===== config.mk =====
export PLATFORM = sky130hd
export DESIGN_NAME = btac_resolve
export DESIGN_NICKNAME = d
export VERILOG_FILES = /design/src/logic/btac_pkg.sv /design/src/logic/btac_resolve.sv
export SDC_FILE = /design/constraint.sdc
export NUM_CORES = 1
export LEC_CHECK = 0
export BUFFER_PORTS_ARGS = -buffer_cell sky130_fd_sc_hd__buf_2
export CAP_MARGIN = 20
export CORE_AREA = 2 2 93 95
export DETAILED_ROUTE_END_ITERATION = 10
export DIE_AREA = 0 0 95 97
export GPL_ROUTABILITY_DRIVEN = 0
export MAX_ROUTING_LAYER = met4
export PLACE_DENSITY = 0.77
export SYNTH_ARGS = -nofsm -noshare
export SYNTH_HDL_FRONTEND = slang
export SYNTH_SLANG_ARGS = --single-unit

===== constraint.sdc =====
create_clock -name clock -period 1.5 [get_ports clock]
set_clock_uncertainty 0.1 [all_clocks]
set_input_delay 0 -clock clock [delete_from_list [all_inputs] [get_ports clock]]
set_output_delay 0 -clock clock [all_outputs]
set_load 0.005 [all_outputs]

===== src/logic/btac_pkg.sv =====
`default_nettype none

package btac_pkg;

  localparam int addr_width = 32;

  // Direct-mapped BTB, indexed by address bits 6:1.
  localparam int btb_entries = 64;
  localparam int btb_index_width = $clog2(btb_entries);
  localparam int btb_tag_width = addr_width - btb_index_width - 1;
  localparam int btb_entry_width = btb_tag_width + addr_width; // Tag above target.

  // BHT, indexed by address bits 8:1.
  localparam int bht_entries = 256;
  localparam int bht_index_width = $clog2(bht_entries);

  // Upper bit set means predict taken.
  typedef enum logic [1:0] {
    strong_not_taken = 2'd0,
    weak_not_taken   = 2'd1,
    weak_taken       = 2'd2,
    strong_taken     = 2'd3
  } counter_state_t;

  typedef enum logic [2:0] {
    no_branch       = 3'd0,
    correct_taken   = 3'd1,
    wrong_target    = 3'd2,
    wrong_taken     = 3'd3,
    wrong_not_taken = 3'd4
  } resolve_kind_t;

endpackage

`default_nettype wire

===== src/logic/btac_resolve.sv =====
`timescale 1ns/1ps
`default_nettype none

module btac_resolve
  import btac_pkg::*;
(
  input  logic                  clock,
  input  logic                  reset,
  input  logic                  clear,
  input  logic                  upd_jump0,
  input  logic                  upd_jump1,
  input  logic                  upd_taken0,
  input  logic                  upd_taken1,
  input  logic [addr_width-1:0] upd_addr0,
  input  logic [addr_width-1:0] upd_addr1,
  input  logic [addr_width-1:0] upd_taddr0,
  input  logic [addr_width-1:0] upd_taddr1,
  input  logic [addr_width-1:0] upd_npc0,
  input  logic [addr_width-1:0] upd_npc1,
  output resolve_kind_t         kind0,
  output resolve_kind_t         kind1,
  output logic                  pred_miss,
  output logic [addr_width-1:0] pred_maddr,
  output logic                  pred_hazard
);

  logic [addr_width-1:0] redirect0;
  logic [addr_width-1:0] redirect1;
  logic                  miss0;
  logic                  miss1;
  logic                  miss_q;
  logic [addr_width-1:0] maddr_q;

  function automatic resolve_kind_t classify(input logic            flush,
                                             input logic            taken,
                                             input logic            jump,
                                             input logic [addr_width-1:0] addr,
                                             input logic [addr_width-1:0] taddr);
    if (flush || (!taken && !jump)) begin
      return no_branch;
    end else if (!taken) begin
      return wrong_not_taken;
    end else if (!jump) begin
      return wrong_taken;
    end else if (addr != taddr) begin
      return wrong_target;
    end
    return correct_taken;
  endfunction

  function automatic logic [addr_width-1:0] redirect(input resolve_kind_t kind,
                                                      input logic [addr_width-1:0] addr,
                                                      input logic [addr_width-1:0] npc);
    case (kind)
      correct_taken, wrong_target, wrong_not_taken: return addr;
      wrong_taken: return npc; // Fall through after a false taken.
      default: return '0;
    endcase
  endfunction

  assign kind0 = classify(clear, upd_taken0, upd_jump0, upd_addr0, upd_taddr0);
  assign kind1 = classify(clear, upd_taken1, upd_jump1, upd_addr1, upd_taddr1);

  assign redirect0 = redirect(kind0, upd_addr0, upd_npc0);
  assign redirect1 = redirect(kind1, upd_addr1, upd_npc1);

  assign miss0 = (kind0 != no_branch) && (kind0 != correct_taken);
  assign miss1 = (kind1 != no_branch) && (kind1 != correct_taken);

  always_ff @(posedge clock) begin
    if (!reset) begin
      miss_q  <= 1'b0;
      maddr_q <= '0;
    end else begin
      miss_q  <= miss0 || miss1;
      maddr_q <= miss0 ? redirect0 : redirect1; // Lane 0 wins.
    end
  end

  assign pred_miss   = miss_q;
  assign pred_maddr  = maddr_q;
  assign pred_hazard = miss0; // Same cycle as the resolve.

endmodule

`default_nettype wire


==> flow_summary.ini <==
[timing]
post-route-period-util_pct = 117.9
setup_viol = 38
worstMarginPinSlew_ns = 0.4248
max_slew_margin_pct = 71.68
post-route-min-period_ns = 1.769
fin_ws_ns = -0.2689
rsz0062_at_grt = yes
hold_viol = 0
max_freq_ghz = 0.5653
hold_slack_ns = 0.03181
report.final.slew_viol_count = 0

[route]
post_drt_wl_per_cell_um = 20.46
drt_iter0_drc = 256
viasPerCell = 5.859
drt_wl_total_um = 15710
antenna_left = 0
post-route-drc-count = 0
dr_total_vias = 4500
first_pass_iters = 5

[logic_synthesis]
netlist_area_um2 = 3115
yosys_warnings = 0
synth_nets = 577
avgSynthCellArea_um2 = 8.242
synth-seq-cells = 33
synthCells = 378
seq_area_frac_synth_pct = 21.20
synth.distinct_cells = 30

[power]
power_leakage_uw = 0.002465
peakVddDrop_mv = 0.3037
p_total_uw = 2921
p_per_area_nw_per_um2 = 541.9

[setup_path]
crit_type = in2out
crit_path_end_kind = output pin
cp_data_required_time_ns = 1.40
startpoint_type = primary input
path_max_fanout = 7
worstPathArrival_ns = 1.67

[clock_tree]
clock-root-buffer = clkbuf_8
clock_sinks = 33
cts_made_buffers = 5
cts_tree = done
clockBufferDepth = 2
clk_pin_slew_ns = 0.07
htreeDepth = 2

[global_route]
antenna_found_initial = 1
grt_pass1_wl_um = 22690
grt_overflow_total = 0
grt_pass1_vias = 4557
grt_max_degree = 39
grt_util_all_layers_pct = 33.14

[die]
coreArea_um2 = 8134
die_h_um = 97
fp-row-count = 33
io_pins = 239
start_util_pct = 38.30
die_width_um = 95
die-area_um2 = 9215

[cells_and_area]
drive_gt1_share_pct = 56.80
utilization_pct = 66.27
fin_nets = 861
syn2layout_area_growth_pct = 73.01
finalNonFillerCells = 768
fillers = 722

[outcome]
status = finished, violations left
violations = negative setup slack

[place]
numPortBuffers = 238
dp_hpwl_um = 11690
dp_cells = 742
place_ws_ns = -0.6649

[min_path]
worstHoldPathType = in2reg

[run]
maxCapViolations = 0
[routing by layer]
layer	track usage [%]	share of wire, %	vias to the layer above
met2	55.76	49	332
li1	-	-	2047
met5	-	0	-
met4	14.49	3.9	0
met1	38.35	37	2071
met3	5.374	10	50
[sequential cells by signal, summed over array words and instances, names as in the netlist]
register / count
pred_maddr: 32
pred_miss: 1
[stage by stage]
stage	setup TNS (ns)	area [um^2]
after floorplan	0	3115
after global placement	-19.41	4755
after detailed placement	-22.89	4755
after CTS	-7.141	5170
after global routing	-8.396	5390
final	-7.161	5390
[kinds of logic after synthesis]
logic type,count (synthesis),synth area share (%)
compound gates,134,33.17
xor+xnor,64,17.99
buf+inv,40,6.144
flops,33,21.20
simple gates,107,21.49
[cell type report]
class | instances | area [um^2] | area share, %
diodes | 1 | 2.502 | 0.04643
clock buffers | 7 | 86.33 | 1.602
inverters | 2 | 7.507 | 0.1393
multi-input cells | 305 | 2457 | 45.59
flip-flops and latches | 33 | 660.6 | 12.26
well taps | 105 | 131.4 | 2.437
repair buffers | 315 | 2044 | 37.93
[placed cells by master (no fill, tap or decap), drive strengths merged]
cell type,count
and2,1
a22o,32
nor2b,3
nand2b,3
nor2,4
and3b,1
nand4,8
inv,1
clkinv,1
nand3,36
a21oi,2
nand2,3
dfxtp,33
nor3,2
or4,1
diode,1
nand3b,32
a31oi,32
xor2,46
a21o,1
clkbuf,9
o221a,32
nor4,13
buf,311
o21ai,35
xnor2,18
dlygate4sd3,2
[worst max-delay path, cell delays in order]
cell and delay, ns:
buf_8 0.10, xor2_4 0.18, nor4_4 0.37, nand4_1 0.22, nor4_4 0.18, buf_4 0.18, buf_12 0.12, a21o_1 0.12
nor2_1 0.04, buf_2 0.14
[synth_stat cells, drive strengths merged]
library cell / number / share of area [%]
xor2: 46 / 13
nand3: 36 / 5.8
o21ai: 35 / 5.6
dfxtp: 33 / 21
a22o: 32 / 9.0
a31oi: 32 / 6.4
nand3b: 32 / 7.7
o221a: 32 / 12
clkbuf: 22 / 2.7
xnor2: 18 / 5.1
buf: 16 / 3.3
nor4: 13 / 3.3
nand4: 8 / 1.6
nor2: 4 / 0.48
nand2: 3 / 0.36
nand2b: 3 / 0.60
nor2b: 3 / 0.60
a21oi: 2 / 0.32
nor3: 2 / 0.32
a21o: 1 / 0.24
and2: 1 / 0.20
and3b: 1 / 0.28
clkinv: 1 / 0.12
inv: 1 / 0.12
or4: 1 / 0.24
[power breakdown]
| group | internal (uW) | total (uW) | switching (uW) |
|---|---|---|---|
| combinational | 638 | 1260 | 619 |
| clock | 364 | 696 | 331 |
| sequential | 946 | 969 | 22.4 |
[path summary, 6_finish.rpt]
| path | startpoint | end | slack (ns) | cells after the start |
|---|---|---|---|---|
| max | upd_taddr0[27] | pred_hazard | -0.27 | 10 |
| min | upd_npc1[8] | pred_maddr[8] | 0.03 | 4 |
[repair_timing]
action                                  4_1_cts  5_1_grt
buffers inserted                              8        2
endpoints found under the hold margin         1        0
pin swaps                                    10       15
hold buffers                                  2        0
gates cloned                                  4        2
endpoints found under the setup margin       38       38
resized for setup                            31       27
(Power assumes the default switching activity.)
