`src/logic/btac_pkg.sv`:
```
`default_nettype none

package btac_pkg;

  localparam int addr_width = 32;

  // Direct-mapped BTB, indexed by address bits 6:1.
  localparam int btb_entries = 64;
  localparam int btb_index_width = $clog2(btb_entries);
  localparam int btb_tag_width = addr_width - btb_index_width - 1;
  localparam int btb_entry_width = btb_tag_width + addr_width; // Tag above target.

  // BHT, indexed by address bits 8:1.
  localparam int bht_entries = 256;
  localparam int bht_index_width = $clog2(bht_entries);

  // Upper bit set means predict taken.
  typedef enum logic [1:0] {
    strong_not_taken = 2'd0,
    weak_not_taken   = 2'd1,
    weak_taken       = 2'd2,
    strong_taken     = 2'd3
  } counter_state_t;

  typedef enum logic [2:0] {
    no_branch       = 3'd0,
    correct_taken   = 3'd1,
    wrong_target    = 3'd2,
    wrong_taken     = 3'd3,
    wrong_not_taken = 3'd4
  } resolve_kind_t;

endpackage

`default_nettype wire
```
`src/logic/btac_lookup.sv`:
```
`timescale 1ns/1ps
`default_nettype none

module btac_lookup
  import btac_pkg::*;
(
  input  logic                       clock,
  input  logic                       reset,
  input  logic                       clear,
  input  logic                       stall,
  input  logic [addr_width-1:0]      get_pc0,
  input  logic [addr_width-1:0]      get_pc1,
  input  logic [btb_entry_width-1:0] btb_rdata0,
  input  logic [btb_entry_width-1:0] btb_rdata1,
  input  logic [1:0]                 bht_rdata0,
  input  logic [1:0]                 bht_rdata1,
  output logic [btb_index_width-1:0] btb_raddr0,
  output logic [btb_index_width-1:0] btb_raddr1,
  output logic [bht_index_width-1:0] bht_raddr0,
  output logic [bht_index_width-1:0] bht_raddr1,
  output logic                       pred_taken0,
  output logic                       pred_taken1,
  output logic [addr_width-1:0]      pred_taddr0,
  output logic [addr_width-1:0]      pred_taddr1,
  output logic [1:0]                 pred_tsat0,
  output logic [1:0]                 pred_tsat1
);

  logic [addr_width-1:0] pc0_q;
  logic [addr_width-1:0] pc1_q;
  logic [addr_width-1:0] pc0_sel;
  logic [addr_width-1:0] pc1_sel;
  logic                  tag_hit0;
  logic                  tag_hit1;
  logic                  pred_ok;

  // During clear the previous lookup is repeated.
  assign pc0_sel = clear ? pc0_q : get_pc0;
  assign pc1_sel = clear ? pc1_q : get_pc1;

  assign btb_raddr0 = pc0_sel[btb_index_width:1];
  assign btb_raddr1 = pc1_sel[btb_index_width:1];
  assign bht_raddr0 = pc0_sel[bht_index_width:1];
  assign bht_raddr1 = pc1_sel[bht_index_width:1];

  always_ff @(posedge clock) begin
    if (!reset) begin
      pc0_q <= '0;
      pc1_q <= '0;
    end else begin
      pc0_q <= pc0_sel;
      pc1_q <= pc1_sel;
    end
  end

  assign tag_hit0 = btb_rdata0[btb_entry_width-1:addr_width] ==
                    pc0_q[addr_width-1:btb_index_width+1];
  assign tag_hit1 = btb_rdata1[btb_entry_width-1:addr_width] ==
                    pc1_q[addr_width-1:btb_index_width+1];
  assign pred_ok = !stall && !clear;

  assign pred_taken0 = pred_ok && bht_rdata0[1] && tag_hit0;
  assign pred_taken1 = pred_ok && bht_rdata1[1] && tag_hit1;
  assign pred_taddr0 = pred_ok ? btb_rdata0[addr_width-1:0] : '0;
  assign pred_taddr1 = pred_ok ? btb_rdata1[addr_width-1:0] : '0;
  assign pred_tsat0  = pred_ok ? bht_rdata0 : 2'b00; // Counter shown even on tag miss.
  assign pred_tsat1  = pred_ok ? bht_rdata1 : 2'b00;

endmodule

`default_nettype wire

```
`config.mk`:
```
export PLATFORM = sky130hd
export DESIGN_NAME = btac_lookup
export DESIGN_NICKNAME = d
export VERILOG_FILES = /design/src/logic/btac_pkg.sv /design/src/logic/btac_lookup.sv
export SDC_FILE = /design/constraint.sdc
export NUM_CORES = 1
export LEC_CHECK = 0
export BUFFER_PORTS_ARGS = -buffer_cell sky130_fd_sc_hd__buf_2
export CORE_AREA = 2 2 109 111
export DETAILED_ROUTE_END_ITERATION = 8
export DIE_AREA = 0 0 111 113
export GPL_ROUTABILITY_DRIVEN = 0
export PLACE_DENSITY = 0.64
export SYNTH_ARGS = -nofsm -noshare
export SYNTH_HDL_FRONTEND = slang
export SYNTH_SLANG_ARGS = --single-unit
```
`constraint.sdc`:
```
create_clock -name clock -period 3.4 [get_ports clock]
set_input_delay 0.85 -clock clock [delete_from_list [all_inputs] [get_ports clock]]
set_output_delay 0.85 -clock clock [all_outputs]
set_load 0.01 [all_outputs]
```
==> reports/metrics.csv <==
stage;metric;value;unit
timing;setup_viol;0;
timing;tightest_slew;871;ps
setup_path;cp_data_arrival_time;2290;ps
placement;io_buffers;281;
timing;max_freq;318;MHz
logic_synthesis;synthSimpleGateAreaFrac;0.277;
grt;grt_pass1_wl;17000;um
setup_path;path_class;in2out;
finish;drive_gt1_frac;0.511;
logic_synthesis;synth_top_family_by_area;simple AND/OR/NAND/NOR gates;
route;drcViolationCount;0;
logic_synthesis;synth_fa_ha_area_frac;0;
timing;hold_violations;0;
die;initial_core_util;0.307;
finish;fillers;1112;
setup_path;crit_family;simple AND/OR/NAND/NOR gates;
route;vias;3315;
placement;placed_cells;750;
power_and_ir_drop;vdd_drop_max;0.265;mV
logic_synthesis;postSynthAreaPerCell;9.74;sq um
hold_path;hold-path-cell-count;2;
clocking;cts_max_path_buffers;2;
timing;skew;0;ps
clocking;clkTransAtPathRegs;50;ps
setup_path;worst-path-buf-inv;2;
timing;rsz0062_at_grt;no;
grt;antenna_found_initial;0;
route;post_drt_wl_per_cell;14.4;um
die;die-area;12500;sq um
setup_path;startpoint_type;input pin;
timing;fin_tns_setup;0;ps
grt;grt_pass1_vias;3424;
finish;finalNonFillerCells;765;
logic_synthesis;muxShareOfSynthArea;0.185;
grt;overflow;0;
route;drtIter0Drc;123;
setup_path;r2r_slack;2550;ps
logic_synthesis;yosysSeqAreaShare;0.359;
hold_path;hp-start;pc1_q[22];
timing;final_max_slew_viol_count;0;
setup_path;critPathCaptureType;output pin;
route;post_drt_via_cell_ratio;4.33;
setup_path;max_stage_delay;580;ps
setup_path;regToRegEndpoint;pc1_q[7];
route;final_antenna_net_count;0;
timing;relSlewSlack;0.420;
finish;seq_area;1240;sq um
logic_synthesis;synthXorXnorAreaFrac;0.127;
clocking;cts.sinks;62;
route;highest_layer;met4;
setup_path;required;2550;ps
finish;antenna_cells;0;
grt;grt_max_degree;63;
logic_synthesis;syn-num-nets;541;
timing;fin_crit_sh;0.924;
route;routed_wirelength;11000;um
timing;period_minus_slack;3140;ps
grt;globalRouteTotalUtil;0.173;
finish;multi_input_area;2040;sq um
hold_path;min_to;pc1_q[22];
logic_synthesis;ys_seq_elements;62;
finish;fin_nets;804;
setup_path;r2r-start;pc1_q[7];
placement;dp_hpwl;8840;um
job;cap_viol_max_count;0;
finish;syn_to_final_growth;50.3;%
clocking;cts.repair.resized;0;
setup_path;cpMaxStageDelayCell;or4_1;
clocking;root_buffer;clkbuf_16;
logic_synthesis;yosys.cell_types.count;17;
route;drtPass1Iterations;4;
route;drt-met1-wl;4200;um
logic_synthesis;synth.cell_area;3460;sq um
clocking;cts_max_level;3;
setup_path;reg2reg_depth;2;
clocking;hold_buffers;0;
power_and_ir_drop;powerDensity;414;nW/um^2
die;die_h;113;um
clocking;clock_latency;320;ps
logic_synthesis;syn_inst;355;
route;wl_met3;951;um
clocking;cts_tree;yes;
setup_path;cp_max_fo;17;
outcome;status;complete, no violations;
die;die_w;111;um
logic_synthesis;synth_warnings;0;
die;core;11300;sq um
power_and_ir_drop;leakage;2.70;nW
setup_path;critical_path.cell_chain;buf_4, nor2_8, nand4_1, or4_1, nor4_2, buf_2;
clocking;numCtsBuffers;9;
hold_path;worstHoldPathType;reg2reg;
logic_synthesis;synth_compound_area_frac;0;
route;dr_wl_met2;5690;um
die;io_pins;284;
die;num_rows;39;
clocking;cts_setup_buffers;0;
## area by class of cell
| class | instances | area share |
|---|---|---|
| Multi-Input combinational cell | 261 | 0.392 |
| Clock inverter | 3 | 0.00818 |
| Timing Repair Buffer | 284 | 0.275 |
| Tap cell | 143 | 0.0344 |
| Sequential cell | 62 | 0.239 |
| Clock buffer | 12 | 0.0513 |
## cell usage after synthesis
cell / instances / area share
nor4_1: 2 / 0.0036
nor4_2: 2 / 0.0072
mux2i_1: 46 / 0.13
buf_6: 1 / 0.0033
buf_4: 12 / 0.026
xor2_1: 10 / 0.025
xnor2_1: 40 / 0.10
nor2_8: 1 / 0.0058
buf_2: 6 / 0.0087
clkbuf_1: 13 / 0.014
and2_1: 84 / 0.15
dfxtp_1: 62 / 0.36
mux2_2: 16 / 0.052
or4_1: 2 / 0.0043
nor2b_1: 46 / 0.083
nand4_1: 10 / 0.018
nand3_1: 2 / 0.0029
## how the worst max path moves through the flow
stage | start | cells after the start | endpoint
5_1_grt | btb_rdata1[56] | 6 | pred_taken1
4_1_cts | clear | 6 | pred_taken0
3_5_place_dp | clear | 6 | pred_taken0
3_3_place_gp | clear | 6 | pred_taken0
2_1_floorplan | clear | 5 | pred_taken0
6_report | clear | 6 | pred_taken0
## routing by layer
metal	track usage	vias to the layer above
li1	-	1671
met1	0.181	1468
met2	0.320	161
met3	0.0557	15
met4	0.0675	0
met5	0	-
## cells by family after synthesis
kind of cell              count (synthesis)
buffers and inverters                    32
and+or+nand+nor                         149
muxes                                    62
xor gates and xnor gates                 50
DFF                                      62
## power by group
group / leakage [nW] / internal, W / total [W] / switching, W
clock: 0.151 / 0.000621 / 0.000941 / 0.000320
sequential: 0.512 / 0.000771 / 0.000797 / 0.0000257
combinational: 2.03 / 0.000229 / 0.000413 / 0.000184
total: 2.70 / 0.00162 / 0.00215 / 0.000529
## worst register-to-register path, cell delays in order (launching register included)
cell,delay [ps]
dfxtp_1,310
mux2_2,270
and2_1,160
## placed cells by master, fill, tap and decap left out, drive strengths merged, types with 2 or more instances in the layout
cell,count
nand4,10
or4,2
xor2,10
nand3,2
nor4,4
xnor2,40
mux2,16
and2,84
dfxtp,62
nor2b,46
mux2i,46
buf,284
clkbuf,12
## state kept, by name (all words and copies together) (netlist names)
signal and flops:
pc0_q 31, pc1_q 31
## per-stage QoR
step	worst slack [ps]	instance area [sq um]	total power [W]	hold slack (ps)	util
floorplan	620	3460	0.00105	506	-
global placement	229	4890	0.00122	519	0.434
detailed placement	215	4890	0.00123	531	0.434
CTS	213	5200	0.00218	544	0.461
global route	176	5200	0.00225	566	0.461
finish	258	5200	0.00215	538	0.461
Power figures use the tool's default switching activity.
