--- src/logic/btac_pkg.sv ---
`default_nettype none

package btac_pkg;

  localparam int addr_width = 32;

  // Direct-mapped BTB, indexed by address bits 6:1.
  localparam int btb_entries = 64;
  localparam int btb_index_width = $clog2(btb_entries);
  localparam int btb_tag_width = addr_width - btb_index_width - 1;
  localparam int btb_entry_width = btb_tag_width + addr_width; // Tag above target.

  // BHT, indexed by address bits 8:1.
  localparam int bht_entries = 256;
  localparam int bht_index_width = $clog2(bht_entries);

  // Upper bit set means predict taken.
  typedef enum logic [1:0] {
    strong_not_taken = 2'd0,
    weak_not_taken   = 2'd1,
    weak_taken       = 2'd2,
    strong_taken     = 2'd3
  } counter_state_t;

  typedef enum logic [2:0] {
    no_branch       = 3'd0,
    correct_taken   = 3'd1,
    wrong_target    = 3'd2,
    wrong_taken     = 3'd3,
    wrong_not_taken = 3'd4
  } resolve_kind_t;

endpackage

`default_nettype wire
--- src/logic/btac_update.sv ---
`timescale 1ns/1ps
`default_nettype none

module btac_update
  import btac_pkg::*;
(
  input  logic [addr_width-1:0]      upd_pc0,
  input  logic [addr_width-1:0]      upd_pc1,
  input  logic [addr_width-1:0]      upd_addr0,
  input  logic [addr_width-1:0]      upd_addr1,
  input  logic [1:0]                 upd_tsat0,
  input  logic [1:0]                 upd_tsat1,
  input  logic                       upd_jump0,
  input  logic                       upd_jump1,
  input  resolve_kind_t              kind0,
  input  resolve_kind_t              kind1,
  output logic                       btb_wen,
  output logic [btb_index_width-1:0] btb_waddr,
  output logic [btb_entry_width-1:0] btb_wdata,
  output logic                       bht_wen,
  output logic [bht_index_width-1:0] bht_waddr,
  output logic [1:0]                 bht_wdata
);

  counter_state_t sat0;
  counter_state_t sat1;
  logic           use0;
  logic           write;

  function automatic counter_state_t saturate(input counter_state_t sat, input logic jump);
    if (jump && sat != strong_taken) begin
      return counter_state_t'(sat + 2'd1);
    end else if (!jump && sat != strong_not_taken) begin
      return counter_state_t'(sat - 2'd1);
    end
    return sat;
  endfunction

  assign sat0 = saturate(counter_state_t'(upd_tsat0), upd_jump0);
  assign sat1 = saturate(counter_state_t'(upd_tsat1), upd_jump1);

  assign use0  = kind0 != no_branch; // Lane 1 is dropped when both resolve.
  assign write = use0 || (kind1 != no_branch);

  assign btb_wen   = write;
  assign btb_waddr = use0 ? upd_pc0[btb_index_width:1] : upd_pc1[btb_index_width:1];
  assign btb_wdata = use0 ? {upd_pc0[addr_width-1:btb_index_width+1], upd_addr0}
                          : {upd_pc1[addr_width-1:btb_index_width+1], upd_addr1};

  assign bht_wen   = write;
  assign bht_waddr = use0 ? upd_pc0[bht_index_width:1] : upd_pc1[bht_index_width:1];
  assign bht_wdata = use0 ? sat0 : sat1;

endmodule

`default_nettype wire

--- config.mk ---
export PLATFORM = sky130hd
export DESIGN_NAME = btac_update
export DESIGN_NICKNAME = d
export VERILOG_FILES = /design/src/logic/btac_pkg.sv /design/src/logic/btac_update.sv
export SDC_FILE = /design/constraint.sdc
export NUM_CORES = 1
export LEC_CHECK = 0
export ABC_CLOCK_PERIOD_IN_PS = 2000
export BUFFER_PORTS_ARGS = -buffer_cell sky130_fd_sc_hd__buf_2
export CORE_AREA = 2 2 84 86
export DETAILED_ROUTE_END_ITERATION = 8
export DIE_AREA = 0 0 86 88
export PLACE_DENSITY = 0.64
export SLEW_MARGIN = 25
export SYNTH_ARGS = -nofsm -noshare
export SYNTH_HDL_FRONTEND = slang
export SYNTH_SLANG_ARGS = --single-unit
--- constraint.sdc ---
create_clock -name vclk -period 2
set_input_delay 0.4 -clock vclk [all_inputs]
set_output_delay 0.4 -clock vclk [all_outputs]
set_load 0.02 [all_outputs]
==> results.toml, run 1 <==
[cells_and_area]
layout-drive-gt1-share_pct = 87.58
post-route-util_pct = 31.64
seq_area_sq_um = 0
seq_cells = 0
nClkBuffers = 0
layout.nets = 440
syn_to_final_growth_pct = 130.1
num_antenna_cells = 0

[global_route]
use_met3_pct = 4.430
grt_pass1_vias = 1274
grt_util_met1_pct = 8.143
gr-total-overflow = 0
grt_pass1_wl_mm = 5.506
use_met2_pct = 18.46
grt_usage_pct = 8.926
antenna_found_initial = 0
busiest_layer = "met2"
grt_start_max_net_pins = 39

[drt]
viasPerCell = 4.045
dr.first_iter.drc_count = 17
drt_pre_antenna_iters = 2
routedWlPerCell_um = 12.90
drt_drc_violations_left = 0
ant_nets = 0
routed_wl_mm = 4.875
vias = 1529

[setup_path]
crit_required_ns = 1.60
worst-setup-path-type = "input pin to output port"
setup.worst_path.start = "kind0[2]"
crit_path_end_kind = "output port"
critPathLaunchType = "input pin"
worstPathArrival_ns = 1.56
cp_max_fo = 10

[synth]
synth_area_leaders = "mux2_2 (46%), mux2_1 (33%), buf_4 (8.2%)"
yosysTopAreaCellShare_pct = 45.62
yosysTopAreaCell = "mux2_2"
synth.cell_area_sq_um = 913.4
ys_seq_area_share_pct = 0
synth_area_per_cell_sq_um = 9.821
ys_warn_count = 0
synthDistinctLibCells = 13
syn_nets = 233
netlist_instances = 93

[floorplan]
die_y_um = 88
floorplan.initialDensity_pct = 13.75
die_x_um = 86
coreArea_sq_mm = 0.006644
die-area_sq_mm = 0.007568
rows = 30
io_pins = 215

[power]
power.density_mw_per_mm2 = 253.2
ir_worst_vdd_uv = 120.1
clkPwrFrac_pct = 0
p_int_uw = 261.0
p_total_uw = 532.3
combPwrFrac_pct = 100.0
p_leak_uw = 0.001168
swShare_pct = 50.96
power_frac_seq_pct = 0
switchingPower_uw = 271.2

[sta]
worstMarginPinSlew_ns = 0.1815
hold_viol_final = 0
finalCritPeriodShare_pct = 98.22
period_needed_ns = 1.964
rsz0062_at_grt = "true"
slew_headroom_pct = 87.86
slew_viol_final = 0
max_freq_ghz = 0.5091
finalSetupViolations = 0
setup_ws_ns = 0.03565
tns_ns = 0
fin_hold_ws_ns = 1.124

[place]
gp_congestion = 0.8135
dp_hpwl_mm = 3.980
port-buffer-count = 213
dp_slack_ns = -0.01866

[hold_path]
min_from = "upd_pc0[12]"
hp-class = "input pin to output port"

[clock_tree]
cts_hold_buf = 0

[run_status]
outcome = "complete, no violations"

[flow_run]
max_cap_viol_count = 0
-- power groups by stage --
stage	clock network (uW)	logic (uW)	registers (uW)
final	0	532	0
after global routing	0	571	0
after CTS	0	519	0
after detailed placement	0	515	0
after global placement	0	508	0
after floorplan	0	287	0
-- cell usage after synthesis --
| cell type | n |
|---|---|
| maj3_1 | 1 |
| nand2_1 | 3 |
| nor3_1 | 1 |
| a21oi_1 | 1 |
| mux2_2 | 37 |
| mux2_1 | 27 |
| buf_4 | 10 |
| nor3_2 | 1 |
| buf_2 | 3 |
| buf_6 | 3 |
| o21ai_0 | 2 |
| nor2_1 | 3 |
| a31oi_1 | 1 |
-- critical path: stages --
cell	delay (ns)
buf_2	0.11
nor3_4	0.21
buf_4	0.18
clkbuf_16	0.16
mux2_2	0.34
buf_2	0.16
-- layout by cell type, fill, tap and decap left out, drive strengths merged --
cell,netlist,routed
nor2,3,3
maj3,1,1
a31oi,1,1
clkbuf,0,2
buf,16,219
o21ai,2,2
a21oi,1,1
mux2,64,64
nand2,3,3
nor3,2,2
-- metrics by stage --
| step | instance area [sq um] | std cells |
|---|---|---|
| 4_1_cts | 2006 | 372 |
| 5_1_grt | 2102 | 378 |
| 3_3_place_gp | 2002 | 372 |
| 3_5_place_dp | 2002 | 372 |
| 2_1_floorplan | 913.4 | 93 |
| 6_report | 2102 | 378 |
-- what timing repair did --
action / in CTS / in global routing
pin swaps: 0 / 1
setup buffers: 0 / 3
hold endpoints to repair: 0 / 0
gates cloned: 0 / 3
endpoints found under the setup margin: 1 / 52
gates resized for setup: 1 / 6
-- layer usage --
metal	vias up	share of wire, %	wire length, um
met2	122	49	2382
li1	751	-	-
met3	2	16	787
met4	0	0.25	12
met1	654	35	1692
met5	-	0	0
-- layout make-up --
class	instances	area (sq um)
fill	717	4542
multi-input combinational	77	803.3
tap	80	100.1
timing repair buffer	221	1199
-- worst paths after layout --
| check | endpoint | slack (ns) | cells past startpoint |
|---|---|---|---|
| max | btb_wdata[14] | 0.04 | 6 |
| min | btb_wdata[37] | 1.12 | 3 |
-- cells by family (layout without fill, tap and decap cells) --
kind of cell | after synthesis | after routing | synth area share, %
fa+ha+maj | 1 | 1 | 1.096
buf+inv | 16 | 221 | 13.56
mux | 64 | 64 | 78.90
compound gates | 4 | 4 | 2.329
simple gates | 8 | 8 | 4.109
No activity file was read; power rests on OpenSTA's default activity.
==> run 2: changes to the inputs <==
Settings changed: ABC_CLOCK_PERIOD_IN_PS 2000 to 2520, CORE_AREA 2 2 84 86 to 2 2 82 84, DIE_AREA 0 0 86 88 to 0 0 84 86, PLACE_DENSITY 0.64 to 0.66.
Clock period 2 ns to 2.52 ns, I/O delays scaled along.
==> results.toml, run 2 (same netlist as run 1, synthesis figures left out) <==
[run_status]
outcome = "complete, no violations"

[setup_path]
cp_num_buf_inv = 3
crit_path_end_kind = "output port"
critPathMaxStageDelay_ns = 0.36
crit_family = "buffers and inverters"
slowest_stage = "mux2_2"
cp_max_fo = 36
worstPathArrival_ns = 1.68
crit_path_cell_trace = "buf_2 -> nor3_4 -> buf_12 -> mux2_2 -> buf_2"
cp_common_cell = "buf_2"
crit_required_ns = 2.02
worst-setup-path-type = "input pin to output port"
critPathLaunchType = "input pin"

[clock_tree]
cts_setup_buffers = 0
cts_resized = 0
cts_hold_buf = 0

[cells_and_area]
num-fill-cells = 670
nClkBuffers = 0
layout-drive-gt1-share_pct = 86.64
num_antenna_cells = 0
seq_area_sq_um = 0
layout_common_cells = "buf_2 (213), mux2_2 (37), mux2_1 (27), nor2_1 (3), nand2_1 (3)"
layout.nets = 434
layout.cells.non_filler = 369
seq_cells = 0
layout_commonest_cell = "buf_2"
syn_to_final_growth_pct = 118.8

[sta]
worstMarginPinSlew_ns = 0.2549
slew_headroom_pct = 82.95
slew_viol_final = 0
tns_ns = 0
period_needed_ns = 2.181
max_freq_ghz = 0.4585
finalCritPeriodShare_pct = 86.55
hold_viol_final = 0
rsz0062_at_grt = "false"
finalSetupViolations = 0

[drt]
drt_drc_violations_left = 0
routed_wl_mm = 4.105
drt_pre_antenna_iters = 4
viasPerCell = 3.992
routedWlPerCell_um = 11.12
vias = 1473
ant_nets = 0
dr.first_iter.drc_count = 15

[global_route]
grt_usage_pct = 9.425
antenna_found_initial = 0
grt_pass1_vias = 1291
grt_pass1_wl_mm = 5.782
gr-total-overflow = 0
grt_start_max_net_pins = 37

[floorplan]
rows = 29
io_pins = 215
die-area_sq_mm = 0.007224
coreArea_sq_mm = 0.006277
die_x_um = 84
die_y_um = 86
floorplan.initialDensity_pct = 14.55

[power]
power_frac_seq_pct = 0
clkPwrFrac_pct = 0
p_leak_uw = 0.001115
ir_worst_vdd_uv = 97.01
power.density_mw_per_mm2 = 199.0
swShare_pct = 51.11
switchingPower_uw = 203.2
combPwrFrac_pct = 100.0
p_int_uw = 194.4

[flow_run]
max_cap_viol_count = 0

[place]
dp.cells = 369
gp_congestion = 0.7608
dp_hpwl_mm = 3.764
port-buffer-count = 213

[hold_path]
hp-class = "input pin to output port"
==> run 2: changes by cell type in the layout (fill, tap and decap cells not counted) <==
| cell | before | now |
|---|---|---|
| buf_2 | 211 | 213 |
| buf_4 | 4 | 0 |
| clkbuf_16 | 2 | 0 |
| mux2_1 | 25 | 27 |
| mux2_4 | 2 | 0 |
| buf_6 | 2 | 0 |
==> run 2: worst paths after layout <==
| kind | from | endpoint | slack (ns) | cells after the start |
|---|---|---|---|---|
| worst max-delay path | kind0[1] | bht_waddr[1] | 0.34 | 5 |
| worst min-delay path | upd_pc0[13] | btb_wdata[38] | 1.33 | 3 |
==> run 2: per-layer routing <==
metal	global-route usage, %	share of wire, %	vias up
met4	0	0	0
met1	10.87	36	616
li1	-	-	735
met5	0	0	-
met2	18.98	50	122
met3	1.829	14	0
==> run 2: power by group through the flow <==
stage / clock [uW] / sequential (uW) / combinational, uW
2_1_floorplan: 0 / 0 / 228
3_3_place_gp: 0 / 0 / 397
3_5_place_dp: 0 / 0 / 402
4_1_cts: 0 / 0 / 404
5_1_grt: 0 / 0 / 427
6_report: 0 / 0 / 398
==> run 2: tightest hold or removal path, stage by stage <==
cell and delay (ns):
buf_2 0.07, mux2_1 0.10, buf_2 0.15
==> run 2: stage by stage <==
step	hold WS (ns)	instance area, sq um	worst slack (ns)	util, %	power, uW
after floorplan	1.197	913.4	0.3279	-	228.1
after global placement	1.329	1998	0.3346	31.83	396.8
after global routing	1.345	1998	0.2778	31.83	427.2
final	1.330	1998	0.3390	31.83	397.7
after detailed placement	1.333	1998	0.3203	31.83	401.5
after CTS	1.334	1998	0.3193	31.83	403.6
==> run 2: final cells by class <==
| class | instances | area (sq um) | area share, % |
|---|---|---|---|
| tap | 77 | 96.34 | 4.822 |
| multi-input combinational | 77 | 795.8 | 39.82 |
| timing repair buffer | 215 | 1106 | 55.35 |
==> run 3: changes to the inputs <==
Settings changed: ABC_AREA set to 1, CORE_AREA 2 2 82 84 to 2 2 83 85, DIE_AREA 0 0 84 86 to 0 0 85 87.
==> results.toml, run 3 <==
[sta]
slew_headroom_pct = 58.83
slew_viol_final = 0
finalCritPeriodShare_pct = 86.84
hold_viol_final = 0
worstMarginPinSlew_ns = 0.6176
period_needed_ns = 2.188
tns_ns = 0
finalSetupViolations = 0
max_freq_ghz = 0.4570
rsz0062_at_grt = "false"
fin_hold_ws_ns = 1.311

[setup_path]
crit_path_end_kind = "output port"
setup.worst_path.start = "kind0[0]"
slowest_stage = "buf_4"
critPathLaunchType = "input pin"
critPathMaxStageDelay_ns = 0.51
crit_required_ns = 2.02
crit_family = "buffers and inverters"
cp_common_cell = "buf_2"
cp.depth = 7
cp_max_fo = 65
worst-setup-path-type = "input pin to output port"
cp_num_buf_inv = 4
worstPathArrival_ns = 1.68
crit_path_cell_trace = "buf_2 -> inv_1 -> nand2_2 -> buf_4 -> nand3_1 -> nand2_1 -> buf_2"

[global_route]
grt_pass1_wl_mm = 6.824
grt_start_max_net_pins = 66
use_met2_pct = 23.58
grt_util_met1_pct = 11.07
busiest_layer = "met2"
antenna_found_initial = 0
gr-total-overflow = 0
grt_pass1_vias = 1670
use_met3_pct = 0.4739
grt_usage_pct = 10.53

[hold_path]
hp-class = "input pin to output port"
hold_depth = 4
holdPathEnd = "btb_wdata[8]"
min_from = "upd_addr1[8]"

[cells_and_area]
num-fill-cells = 752
seq_cells = 0
nClkBuffers = 0
post-route-util_pct = 30.53
layout-drive-gt1-share_pct = 51.28
syn_to_final_growth_pct = 100.1
layout.cells.non_filler = 509
num_antenna_cells = 0
layout.nets = 571
layout_common_cells = "buf_2 (213), nand2_1 (199), inv_1 (5), buf_4 (3)"
multi_input_area_sq_um = 793.3
layout_commonest_cell = "buf_2"
seq_area_sq_um = 0

[drt]
vias = 1984
viasPerCell = 3.898
routedWlPerCell_um = 8.890
drt_pre_antenna_iters = 4
routed_wl_mm = 4.525
drt_drc_violations_left = 0
ant_nets = 0
dr.first_iter.drc_count = 41

[place]
port-buffer-count = 213
gp_congestion = 0.7651
dp_hpwl_mm = 3.838
dp.cells = 509

[flow_run]
max_cap_viol_count = 0

[synth]
yosysTopAreaCell = "nand2_1"
ys_seq_area_share_pct = 0
synthDistinctLibCells = 12
yosysTopAreaCellShare_pct = 74.53
syn_nets = 375
netlist_instances = 235
synth_commonest_cells = "nand2_1 (199), buf_4 (15), buf_6 (6)"
ys_warn_count = 0
synth_area_per_cell_sq_um = 4.265
synth.cell_area_sq_mm = 0.001002
synth_most_common_cell = "nand2_1"
synth_area_leaders = "nand2_1 (75%), buf_4 (11%), buf_6 (6.7%)"

[floorplan]
die_x_um = 85
die_y_um = 87
die-area_sq_mm = 0.007395
floorplan.initialDensity_pct = 15.26
rows = 30
coreArea_sq_mm = 0.006569
io_pins = 215

[clock_tree]
cts_setup_buffers = 0
cts_hold_buf = 0
cts_resized = 0

[power]
ir_worst_vdd_uv = 76.25
p_int_uw = 174.7
p_total_uw = 419.9
combPwrFrac_pct = 100.0
power_frac_seq_pct = 0
p_leak_uw = 0.001469
switchingPower_uw = 245.2
power.density_mw_per_mm2 = 209.3
clkPwrFrac_pct = 0
swShare_pct = 58.39

[run_status]
outcome = "complete, no violations"
-- run 3: cell types whose count changed in the layout (fill, tap and decap cells not counted), sizes merged, moves of 2 or more --
cell   change
inv        +5
mux2      -64
nand2    +197
nand3      +2
nand4      +2
nor2       -2
o21ai      -2
-- run 3: kinds of logic (layout without fill, tap and decap cells) --
| kind of cell | after synthesis | after routing | synth area share (%) |
|---|---|---|---|
| AND/OR/NAND/NOR | 207 | 207 | 79.15 |
| buffers and inverters | 28 | 222 | 20.85 |
-- run 3: metal layers --
metal | up-vias | share of wire [%]
met1 | 796 | 36
met4 | 0 | 0
met3 | 0 | 8.7
li1 | 1072 | -
met5 | - | 0
met2 | 116 | 55
-- run 3: cell type report --
cell class / instances / share of cell area, %
Inverter: 6 / 1.185
Multi-Input combinational cell: 207 / 39.55
Tap cell: 80 / 4.991
Timing Repair Buffer: 216 / 54.27
-- run 3: worst max path at each step --
stage,to
6_report,bht_wdata[1]
2_1_floorplan,btb_wdata[32]
4_1_cts,bht_wdata[1]
3_3_place_gp,bht_wdata[1]
3_5_place_dp,bht_wdata[1]
5_1_grt,bht_wdata[1]
-- run 3: power by group through the flow --
stage	clock network, uW	registers (uW)	logic, uW
detailed placement	0	0	423
global placement	0	0	418
floorplan	0	0	244
finish	0	0	420
global route	0	0	463
CTS	0	0	424
-- run 3: through the flow --
step	worst slack, ns	instance area, sq um
finish	0.3317	2006
CTS	0.3073	2006
global placement	0.3764	2006
global route	0.1691	2006
floorplan	0.6305	1002
detailed placement	0.3076	2006
