### src/logic/btac_pkg.sv
`default_nettype none

package btac_pkg;

  localparam int addr_width = 32;

  // Direct-mapped BTB, indexed by address bits 6:1.
  localparam int btb_entries = 64;
  localparam int btb_index_width = $clog2(btb_entries);
  localparam int btb_tag_width = addr_width - btb_index_width - 1;
  localparam int btb_entry_width = btb_tag_width + addr_width; // Tag above target.

  // BHT, indexed by address bits 8:1.
  localparam int bht_entries = 256;
  localparam int bht_index_width = $clog2(bht_entries);

  // Upper bit set means predict taken.
  typedef enum logic [1:0] {
    strong_not_taken = 2'd0,
    weak_not_taken   = 2'd1,
    weak_taken       = 2'd2,
    strong_taken     = 2'd3
  } counter_state_t;

  typedef enum logic [2:0] {
    no_branch       = 3'd0,
    correct_taken   = 3'd1,
    wrong_target    = 3'd2,
    wrong_taken     = 3'd3,
    wrong_not_taken = 3'd4
  } resolve_kind_t;

endpackage

`default_nettype wire
### src/logic/bht.sv
`timescale 1ns/1ps
`default_nettype none

module bht
  import btac_pkg::*;
(
  input  logic                       clock,
  input  logic                       wen,
  input  logic [bht_index_width-1:0] waddr,
  input  logic [1:0]                 wdata,
  input  logic [bht_index_width-1:0] raddr0,
  input  logic [bht_index_width-1:0] raddr1,
  output logic [1:0]                 rdata0,
  output logic [1:0]                 rdata1
);

  logic [1:0] counters [0:bht_entries-1] = '{default: '0}; // All strong not taken.

  always_ff @(posedge clock) begin
    if (wen) begin
      counters[waddr] <= wdata;
    end
    rdata0 <= counters[raddr0];
    rdata1 <= counters[raddr1];
  end

endmodule

`default_nettype wire

### config.mk
export PLATFORM = sky130hd
export DESIGN_NAME = bht
export DESIGN_NICKNAME = d
export VERILOG_FILES = /design/src/logic/btac_pkg.sv /design/src/logic/bht.sv
export SDC_FILE = /design/constraint.sdc
export NUM_CORES = 1
export LEC_CHECK = 0
export BUFFER_PORTS_ARGS = -buffer_cell sky130_fd_sc_hd__buf_2
export CORE_MARGIN = 2
export CORE_UTILIZATION = 25
export DETAILED_ROUTE_END_ITERATION = 6
export HOLD_SLACK_MARGIN = 0.08
export SLEW_MARGIN = 15
export SYNTH_ARGS = -nofsm -noshare
export SYNTH_HDL_FRONTEND = slang
export SYNTH_SLANG_ARGS = --single-unit
### constraint.sdc
create_clock -name clock -period 2.72 [get_ports clock]
set_input_delay 0.136 -clock clock [delete_from_list [all_inputs] [get_ports clock]]
set_output_delay 0.136 -clock clock [all_outputs]
set_load 0.02 [all_outputs]
==> results of run 1 <==
## routing by layer
metal	vias up	routed length [um]	track usage [%]	share of wire, %
met3	171	7800	3.98	10
met1	8454	30800	18.7	39
li1	6820	-	-	-
met4	10	2610	5.02	3.3
met2	855	36700	23.3	47
met5	-	67	0	0.086
## layout make-up
cell class	count	area, sq um
fillers	10200	72200
flip-flops and latches	516	15500
multi-input cells	994	9380
well taps	1368	1710
clock buffers	62	1450
repair buffers	151	1290
clock inverters	37	405
inverters	4	15.0
## worst min-delay path by stage
stage / cells after the start / from / slack (ps) / end
5_1_grt: 3 / waddr[2] / 120 / counters[220][1]$_DFFE_PP_
2_1_floorplan: 0 / wdata[0] / 230 / counters[0][0]$_DFFE_PP_
4_1_cts: 3 / waddr[2] / 80 / counters[220][1]$_DFFE_PP_
6_report: 3 / waddr[2] / 110 / counters[220][1]$_DFFE_PP_
3_3_place_gp: 1 / wdata[1] / 560 / counters[66][1]$_DFFE_PP_
3_5_place_dp: 1 / wdata[1] / 580 / counters[67][1]$_DFFE_PP_
## cells in the final DEF (no fill, tap or decap), types with 25 or more instances in the layout
master / n
mux4_2: 176
o221ai_1: 27
o22ai_1: 28
edfxtp_1: 512
nand3_1: 28
buf_2: 25
mux2i_1: 180
nor2_1: 299
buf_4: 103
a21oi_1: 29
nand2_1: 42
clkbuf_16: 57
## critical path: stages (launching register included)
cell and delay [ps]:
edfxtp_1 400, mux4_2 480, mux2i_1 170, nor2_1 80
nor4_1 520, buf_4 200, o311ai_0 140, buf_4 200
and4_1 190
## cell families (layout without fill, tap and decap cells)
family                 after synthesis  in the layout  synth area share [%]
buffers and inverters              145            254                  3.52
DFF                                516            516                  60.0
muxes                              374            374                  24.0
AOI/OAI and AO/OA                  172            172                  4.90
and+or+nand+nor                    448            448                  7.53
## flip-flops by register name (all words and copies together), names as in the netlist
signal / cells
counters: 512
rdata1: 2
rdata0: 2
## power breakdown
group,switching (mW),leakage (nW),total (mW),internal [mW]
clock network,3.09,0.902,7.72,4.64
logic,0.946,3.80,1.55,0.607
registers,0.0227,4.63,8.79,8.76
total,4.06,9.34,18.1,14.0
## timing repair
item,in CTS,in global routing
setup endpoints to repair,0,0
endpoints found under the hold margin,75,0
hold buffers,3,0
==> reports/results.ini, run 1 <==
[clock_tree]
cts_setup_buffers = 0
htreeDepth = 2
clock_latency_ps = 620
cts.path.max_buffers = 3
cts_tree = built
ctsResizeCount = 0
clkSlewWorstSetupHoldPaths_ps = 60
clock-root-buffer = clkbuf_16
numCtsBuffers = 54
cts_sinks = 516

[global_routing]
grt.overflow.total = 0
grt_pass1_wl_mm = 114
grt_pass1_vias = 16900
grt_max_degree = 116
track_usage_pct = 14.4
grt_antenna_before_repair = 6

[synthesis]
yosysWarnings = 0
yosysSeqAreaShare_pct = 60.0
yosysMostFrequentCell = edfxtp_1
ys_types = 55
avgSynthCellArea_sq_um = 15.6
ys.flop_type = edfxtp_1
netlist_area_sq_um = 25700
netlist_top_cells_count = 512 x edfxtp_1, 299 x nor2_1, 180 x mux2i_1, 176 x mux4_2, 68 x clkbuf_1
synthArstFlopShare_pct = 0
syn-num-nets = 1683
synth.top_cell.area_share_pct = 59.7
synth-edff-count = 512
netlist_instances = 1655
post-synth-top-area-cell = edfxtp_1
synth_area_leaders = edfxtp_1 60%, mux4_2 15%, mux2i_1 7.0%
synth_seq_cells = 516

[placement]
port_buffers = 31
dpl.hpwl_mm = 52.4
place_worst_setup_slack_ps = -20.0
routabilityCongestion = 0.912
placedCellCount = 3030
dpl_cell_area_sq_um = 27800

[timing]
rsz0062_at_grt = false
tns_ps = 0
worst_hold_slack_ps = 114
drv_slew = 0
fin_crit_sh_pct = 91.6
slew_headroom_pct = 40.7
hold_viol = 0
min_period_ps = 2490
setup_viol = 0
worstMarginPinSlew_ps = 879
fmax_mhz = 401
fin_ws_ps = 228
clock_skew_ps = 15.9

[routing]
ant_nets = 0
via_count = 16300
routed_wirelength_mm = 78.0
drcViolationCount = 0
drtPass1Iterations = 6
vias_per_cell = 5.21
first_iter_violations = 1935
routedWlPerCell_um = 24.9

[finish]
layout.nets = 1749
drive_gt1_share_pct = 23.6
design_area_sq_um = 29700
area_delta_synth_final_pct = 15.4
num_antenna_cells = 0
utilization_pct = 29.2
instances_no_fill = 3132

[job]
maxCapViolCount = 0

[floorplanning]
start_util_pct = 25.3
dieArea_sq_um = 106000
die_h_um = 325
die_w_um = 325
core_area_sq_um = 102000
pin_count = 32
rows = 117

[setup_path]
r2r_end = rdata0[0]$_DFF_P_
cp_max_fo = 2
rr_startpoint = counters[75][0]$_DFFE_PP_
crit_required_ps = 3220
critical_path_class = reg -> reg
reg2reg_setup_slack_ps = 230
endpoint = rdata0[0]$_DFF_P_
cp-end-kind = register
start_kind = register
cp_data_arrival_time_ps = 2990
startpoint = counters[75][0]$_DFFE_PP_
r2r_cells = 8

[run_status]
status = complete, no violations

[pwr]
ir_drop_uv = 445
p_leak_nw = 9.34
fin_total_pwr_mw = 18.1
pwr_density_cell_nw_per_um2 = 608

[min_path]
hold_path.class = in -> reg

Note: power is estimated with default switching activity, not from simulation.
==> run 2: changes to the inputs <==
- ABC_CLOCK_PERIOD_IN_PS: not set -> 2720
- CELL_PAD_IN_SITES_DETAIL_PLACEMENT: not set -> 1
- CELL_PAD_IN_SITES_GLOBAL_PLACEMENT: not set -> 2
- PLACE_DENSITY_LB_ADDON: not set -> 0.1
- SKIP_LAST_GASP: not set -> 1
==> run 2 against run 1 <==
Compared with the run above: global-route usage rose by 4.0 points; clock power rose by 12%; power rose by 6.1%; cell area rose by 2.3%; die area did not move; clock-buffer cell count rose by 6; critical endpoint unchanged; largest power group unchanged.
==> reports/results.ini, run 2 (same netlist as run 1, synthesis figures left out) <==
[run_status]
status = complete, no violations

[setup_path]
critPathBufInv = 2  ; unchanged
cp_data_arrival_time_ps = 3150  ; +160 ps
reg2reg_setup_slack_ps = 100  ; -120 ps
slowest_delay_ps = 520  ; about the same
crit_top_cell = buf_4
critical_path_class = reg -> reg
cp_max_fo = 2  ; unchanged
path_cells = mux4_2 > mux2i_1 > nor2_1 > nor4_1 > buf_4 > o311ai_0 > buf_4 > and4_1
critical_path.top_delay_family = multiplexers
start_kind = register
crit_required_ps = 3260  ; +40 ps
cp-end-kind = register
critPathSlowestCell = mux4_2

[clock_tree]
clock_latency_ps = 650  ; +30 ps
cts_tree = built
cts_sinks = 516  ; unchanged
clkSlewWorstSetupHoldPaths_ps = 60  ; about the same
numCtsBuffers = 60  ; +11%
clock-root-buffer = clkbuf_16
cts_setup_buffers = 0  ; unchanged
ctsResizeCount = 0  ; unchanged
htreeDepth = 2  ; unchanged
cts.path.max_buffers = 3  ; unchanged
cts-hold-fix-buffers = 3  ; unchanged

[placement]
port_buffers = 31  ; unchanged
placedCellCount = 3074  ; +1.5%
place_worst_setup_slack_ps = -197  ; -177 ps
routabilityCongestion = 0.807  ; -12%
dpl_cell_area_sq_um = 28300  ; +1.6%
dpl.hpwl_mm = 68.1  ; +30%

[finish]
final_common_cell = edfxtp_1
top_register = counters
largestRegisters = counters x512, rdata0 x2, rdata1 x2
design_area_sq_um = 30400  ; +2.3%
instances_no_fill = 3191  ; +1.9%
layout.nets = 1799  ; +2.9%
drive_gt1_share_pct = 26.0  ; +2.3 points
final_cell_mix = 512 x edfxtp_1, 298 x nor2_1, 180 x mux2i_1
largest_register_ffs = 512  ; unchanged
area_delta_synth_final_pct = 18.0

[job]
maxCapViolCount = 0  ; unchanged

[timing]
rsz0062_at_grt = false
fmax_mhz = 382  ; -4.7%
worstMarginPinSlew_ps = 778  ; -101 ps
clock_skew_ps = 18.9  ; +3.01 ps
fin_ws_ps = 105  ; -123 ps
min_period_ps = 2620  ; +123 ps
setup_viol = 0  ; unchanged
fin_crit_sh_pct = 96.2  ; +4.5 points
drv_slew = 0  ; unchanged
slew_headroom_pct = 47.5  ; +6.8 points
hold_viol = 0  ; unchanged

[pwr]
pwr_density_cell_nw_per_um2 = 631  ; +3.7%
ir_drop_uv = 446  ; +0.17%
fin_total_pwr_mw = 19.2  ; +6.1%
p_leak_nw = 9.69  ; +3.8%

[routing]
vias_per_cell = 5.04  ; -3.3%
routed_wirelength_mm = 98.2  ; +26%
routedWlPerCell_um = 30.8  ; +24%
drcViolationCount = 0  ; unchanged
first_iter_violations = 1281  ; -34%
via_count = 16100  ; -1.4%
ant_nets = 0  ; unchanged
drtPass1Iterations = 5  ; -1

[floorplanning]
core_area_sq_um = 102000  ; unchanged
die_w_um = 325  ; unchanged
dieArea_sq_um = 106000  ; unchanged
start_util_pct = 25.3  ; unchanged
die_h_um = 325  ; unchanged
rows = 117  ; unchanged
pin_count = 32  ; unchanged

[min_path]
hold_path.class = in -> reg

[global_routing]
grt_max_degree = 106  ; -8.6%
grt_use_met1_pct = 26.7  ; +8.1 points
met3_usage_pct = 2.44  ; -1.5 points
grt.overflow.total = 0  ; unchanged
grt_pass1_wl_mm = 139  ; +22%
met2_usage_pct = 29.3  ; +6.0 points
grt_antenna_before_repair = 8  ; +2
track_usage_pct = 18.5  ; +4.0 points
grt_busiest_layer = met2
grt_pass1_vias = 17300  ; +2.6%

[run 2: report_power, final]
part	internal [mW]	total, mW	switching [mW]
combinational	0.664	1.74	1.08
sequential	8.76	8.80	0.0318
clock	5.14	8.62	3.48
[run 2: tightest hold or removal path: stages]
cell and delay, ps:
buf_2 180, nand3_1 190, nor2_1 90
[run 2: path summary, 6_finish.rpt]
check,startpoint,endpoint,cells past startpoint
min,waddr[2],counters[157][1]$_DFFE_PP_,3
max,counters[107][0]$_DFFE_PP_,rdata0[0]$_DFF_P_,8
max reg2reg,counters[107][0]$_DFFE_PP_,rdata0[0]$_DFF_P_,8
min reg2reg,counters[5][1]$_DFFE_PP_,rdata0[1]$_DFF_P_,5
[run 2: layer usage]
layer  wire length, um  up-vias  part of all wire, %
met5                 0        -                    0
met4              2400        0                  2.4
met3              3770      108                  3.8
met2             45100      384                   46
met1             46900     8651                   48
li1                  -     6932                    -
[run 2: final cells by class]
type | count | area (sq um)
fillers | 10700 | 71500
flip-flops and latches | 516 | 15500
multi-input cells | 994 | 9380
repair buffers | 195 | 1730
well taps | 1368 | 1710
clock buffers | 68 | 1550
clock inverters | 44 | 520
inverters | 4 | 15.0
diodes | 2 | 5.00
[run 2: metrics by stage]
stage	TNS [ps]	utilization (%)	hold slack, ps
floorplan	0	-	235
global placement	-194	27.7	524
detailed placement	-300	27.7	526
CTS	0	29.8	91.6
global route	0	29.8	130
finish	0	29.8	127
==> run 3: changes to the inputs <==
--- a/config.mk
+++ b/config.mk
@@ -6,5 +6,5 @@
 export NUM_CORES = 1
 export LEC_CHECK = 0
-export ABC_CLOCK_PERIOD_IN_PS = 2720
+export ABC_CLOCK_PERIOD_IN_PS = 2600
 export BUFFER_PORTS_ARGS = -buffer_cell sky130_fd_sc_hd__buf_2
 export CELL_PAD_IN_SITES_DETAIL_PLACEMENT = 1
==> constraint.sdc (replaced) <==
create_clock -name clock -period 2.6 [get_ports clock]
set_input_delay 0.78 -clock clock [delete_from_list [all_inputs] [get_ports clock]]
set_output_delay 0.78 -clock clock [all_outputs]
set_load 0.02 [all_outputs]
==> run 3 against run 2 <==
Compared with the run above: combinational power up 16%; critical path depth unchanged; setup slack worse by 49 ps; power up 5.7%; critical path type is now in -> reg; largest cell class unchanged; highest routed layer unchanged.
==> reports/results.ini, run 3 (same netlist as run 1, synthesis figures left out) <==
[run_status]
status = complete, no violations

[routing]
drcViolationCount = 0  ; unchanged
first_iter_violations = 1121  ; -12%
vias_per_cell = 4.98  ; -1.2%
via_count = 16500  ; +2.8%
routedWlPerCell_um = 29.8  ; -3.1%
drtPass1Iterations = 5  ; unchanged
ant_nets = 0  ; unchanged
routed_wirelength_mm = 98.9  ; +0.79%

[placement]
dpl.hpwl_mm = 69.8  ; +2.5%
routabilityCongestion = 0.832  ; +3.2%
dpl_cell_area_sq_um = 29400  ; +4.0%
port_buffers = 31  ; unchanged

[pwr]
ir_drop_uv = 362  ; -19%
p_seq_share_pct = 45.5  ; -0.4 points
p_leak_nw = 10.5  ; +7.9%
p_comb_share_pct = 9.9  ; +0.8 points
power_switching_share_pct = 24.2  ; +0.24 points
fin_total_pwr_mw = 20.3  ; +5.7%
power_frac_clock_pct = 44.6  ; -0.4 points
pwr_density_cell_nw_per_um2 = 639  ; +1.3%
internal_power_mw = 15.3  ; +5.4%
p_switching_mw = 4.91  ; +6.7%

[job]
maxCapViolCount = 0  ; unchanged

[finish]
area_delta_synth_final_pct = 23.1
drive_gt1_share_pct = 30.7  ; +4.8 points
final_common_cell = edfxtp_1
final_cell_mix = 512 x edfxtp_1, 298 x nor2_1, 229 x buf_4
layout.nets = 1926  ; +7.1%
num_antenna_cells = 0  ; -2
top_register = counters
largest_register_ffs = 512  ; unchanged
largestRegisters = counters x512, rdata0 x2, rdata1 x2
design_area_sq_um = 31700  ; +4.3%
fillers = 10700  ; +0.047%

[setup_path]
start_kind = primary input
cp_max_fo = 27  ; +25
cp-end-kind = register
critical_path_class = in -> reg
crit_required_ps = 3100  ; -160 ps
cp_data_arrival_time_ps = 3040  ; -110 ps
reg2reg_setup_slack_ps = 240  ; +140 ps
path_cells = buf_8 > buf_12 > mux4_2 > mux2_2 > a221oi_1 > a21oi_1 > a211oi_2 > nor4_2
slowest_delay_ps = 560  ; +40 ps
critPathSlowestCell = mux4_2

[clock_tree]
cts_tree = built
clock-root-buffer = clkbuf_16
numCtsBuffers = 68  ; +13%
cts.path.max_buffers = 3  ; unchanged
htreeDepth = 3  ; +1
cts-hold-fix-buffers = 0  ; -3
clock_latency_ps = 640  ; about the same
cts_sinks = 516  ; unchanged
clkSlewWorstSetupHoldPaths_ps = 50  ; about the same

[timing]
hold_viol = 0  ; unchanged
fin_crit_sh_pct = 97.9
drv_slew = 0  ; unchanged
slew_headroom_pct = 49.3  ; +1.8 points
clock_skew_ps = 23.6  ; +4.76 ps
fmax_mhz = 393
min_period_ps = 2540
worstMarginPinSlew_ps = 755  ; -22.3 ps
rsz0062_at_grt = false
setup_viol = 0  ; unchanged

[floorplanning]
die_h_um = 325  ; unchanged
start_util_pct = 25.3  ; unchanged
rows = 117  ; unchanged
pin_count = 32  ; unchanged
core_area_sq_um = 102000  ; unchanged
dieArea_sq_um = 106000  ; unchanged
die_w_um = 325  ; unchanged

[global_routing]
grt_pass1_wl_mm = 139  ; +0.34%
grt_antenna_before_repair = 3  ; -5
track_usage_pct = 18.6  ; +0.16 points
grt.overflow.total = 0  ; unchanged
grt_pass1_vias = 18000  ; +4.2%
grt_max_degree = 125  ; +18%

[min_path]
hold_path.class = in -> reg

[run 3: changes by cell type in the layout (fill, tap and decap cells not counted), sizes merged, moves of 3 or more]
cell / previous run / this run
buf: 191 / 314
bufinv: 11 / 3
clkbuf: 69 / 87
clkinv: 26 / 31
clkinvlp: 4 / 1
dlygate4sd3: 3 / 0
[run 3: critical path: cells and delay by family]
kind,cells,cell delay [ps]
AOI/OAI and AO/OA,3,920
buffers and inverters,2,350
muxes,2,860
and+or+nand+nor,1,60
[run 3: final timing paths]
check,to,start,cells past startpoint
setup / recovery,rdata1[0]$_DFF_P_,raddr1[0],8
hold / removal,counters[59][0]$_DFFE_PP_,wdata[0],1
setup reg to reg,rdata0[0]$_DFF_P_,counters[107][0]$_DFFE_PP_,8
hold reg to reg,rdata0[1]$_DFF_P_,counters[85][1]$_DFFE_PP_,5
[run 3: final cells by class]
cell class / instances / area [sq um] / share of cell area (%)
well taps: 1368 / 1710 / 5.40
repair buffers: 314 / 2980 / 9.41
multi-input cells: 994 / 9400 / 29.7
clock buffers: 87 / 1850 / 5.82
inverters: 4 / 15.0 / 0.0474
flip-flops and latches: 516 / 15500 / 48.8
clock inverters: 37 / 278 / 0.877
[run 3: stage by stage]
| step | std cells | setup WS (ps) | hold WS [ps] | setup TNS [ps] | util, % |
|---|---|---|---|---|---|
| floorplan | 1655 | 35.9 | 838 | 0 | - |
| global placement | 3186 | -776 | 1050 | -2770 | 28.9 |
| detailed placement | 3186 | -747 | 1010 | -2720 | 28.9 |
| CTS | 3310 | 0.357 | 633 | 0 | 31.0 |
| global route | 3320 | 11.3 | 653 | 0 | 31.1 |
| finish | 3320 | 55.5 | 650 | 0 | 31.1 |
[run 3: metal layers]
metal / global-route usage (%) / routed length (um) / part of all wire [%]
met1: 25.6 / 45300 / 46
met2: 29.6 / 45700 / 46
met3: 3.43 / 5100 / 5.2
met4: 6.16 / 2900 / 2.9
met5: 0 / 0 / 0
[run 3: repair_timing]
| action | 4_1_cts | 5_1_grt |
|---|---|---|
| buffers inserted | 0 | 10 |
| endpoints found under the hold margin | 0 | 0 |
| resized for setup | 1 | 13 |
| pin swaps | 2 | 2 |
| setup endpoints to repair | 2 | 2 |
[run 3: power groups by stage]
| stage | combinational (mW) | clock (mW) | sequential, mW |
|---|---|---|---|
| 6_report | 2.01 | 9.04 | 9.21 |
| 5_1_grt | 2.14 | 9.62 | 9.20 |
| 4_1_cts | 2.01 | 9.32 | 9.20 |
| 3_5_place_dp | 2.01 | 0 | 9.37 |
| 3_3_place_gp | 2.01 | 0 | 9.38 |
| 2_1_floorplan | 0.971 | 0 | 9.37 |
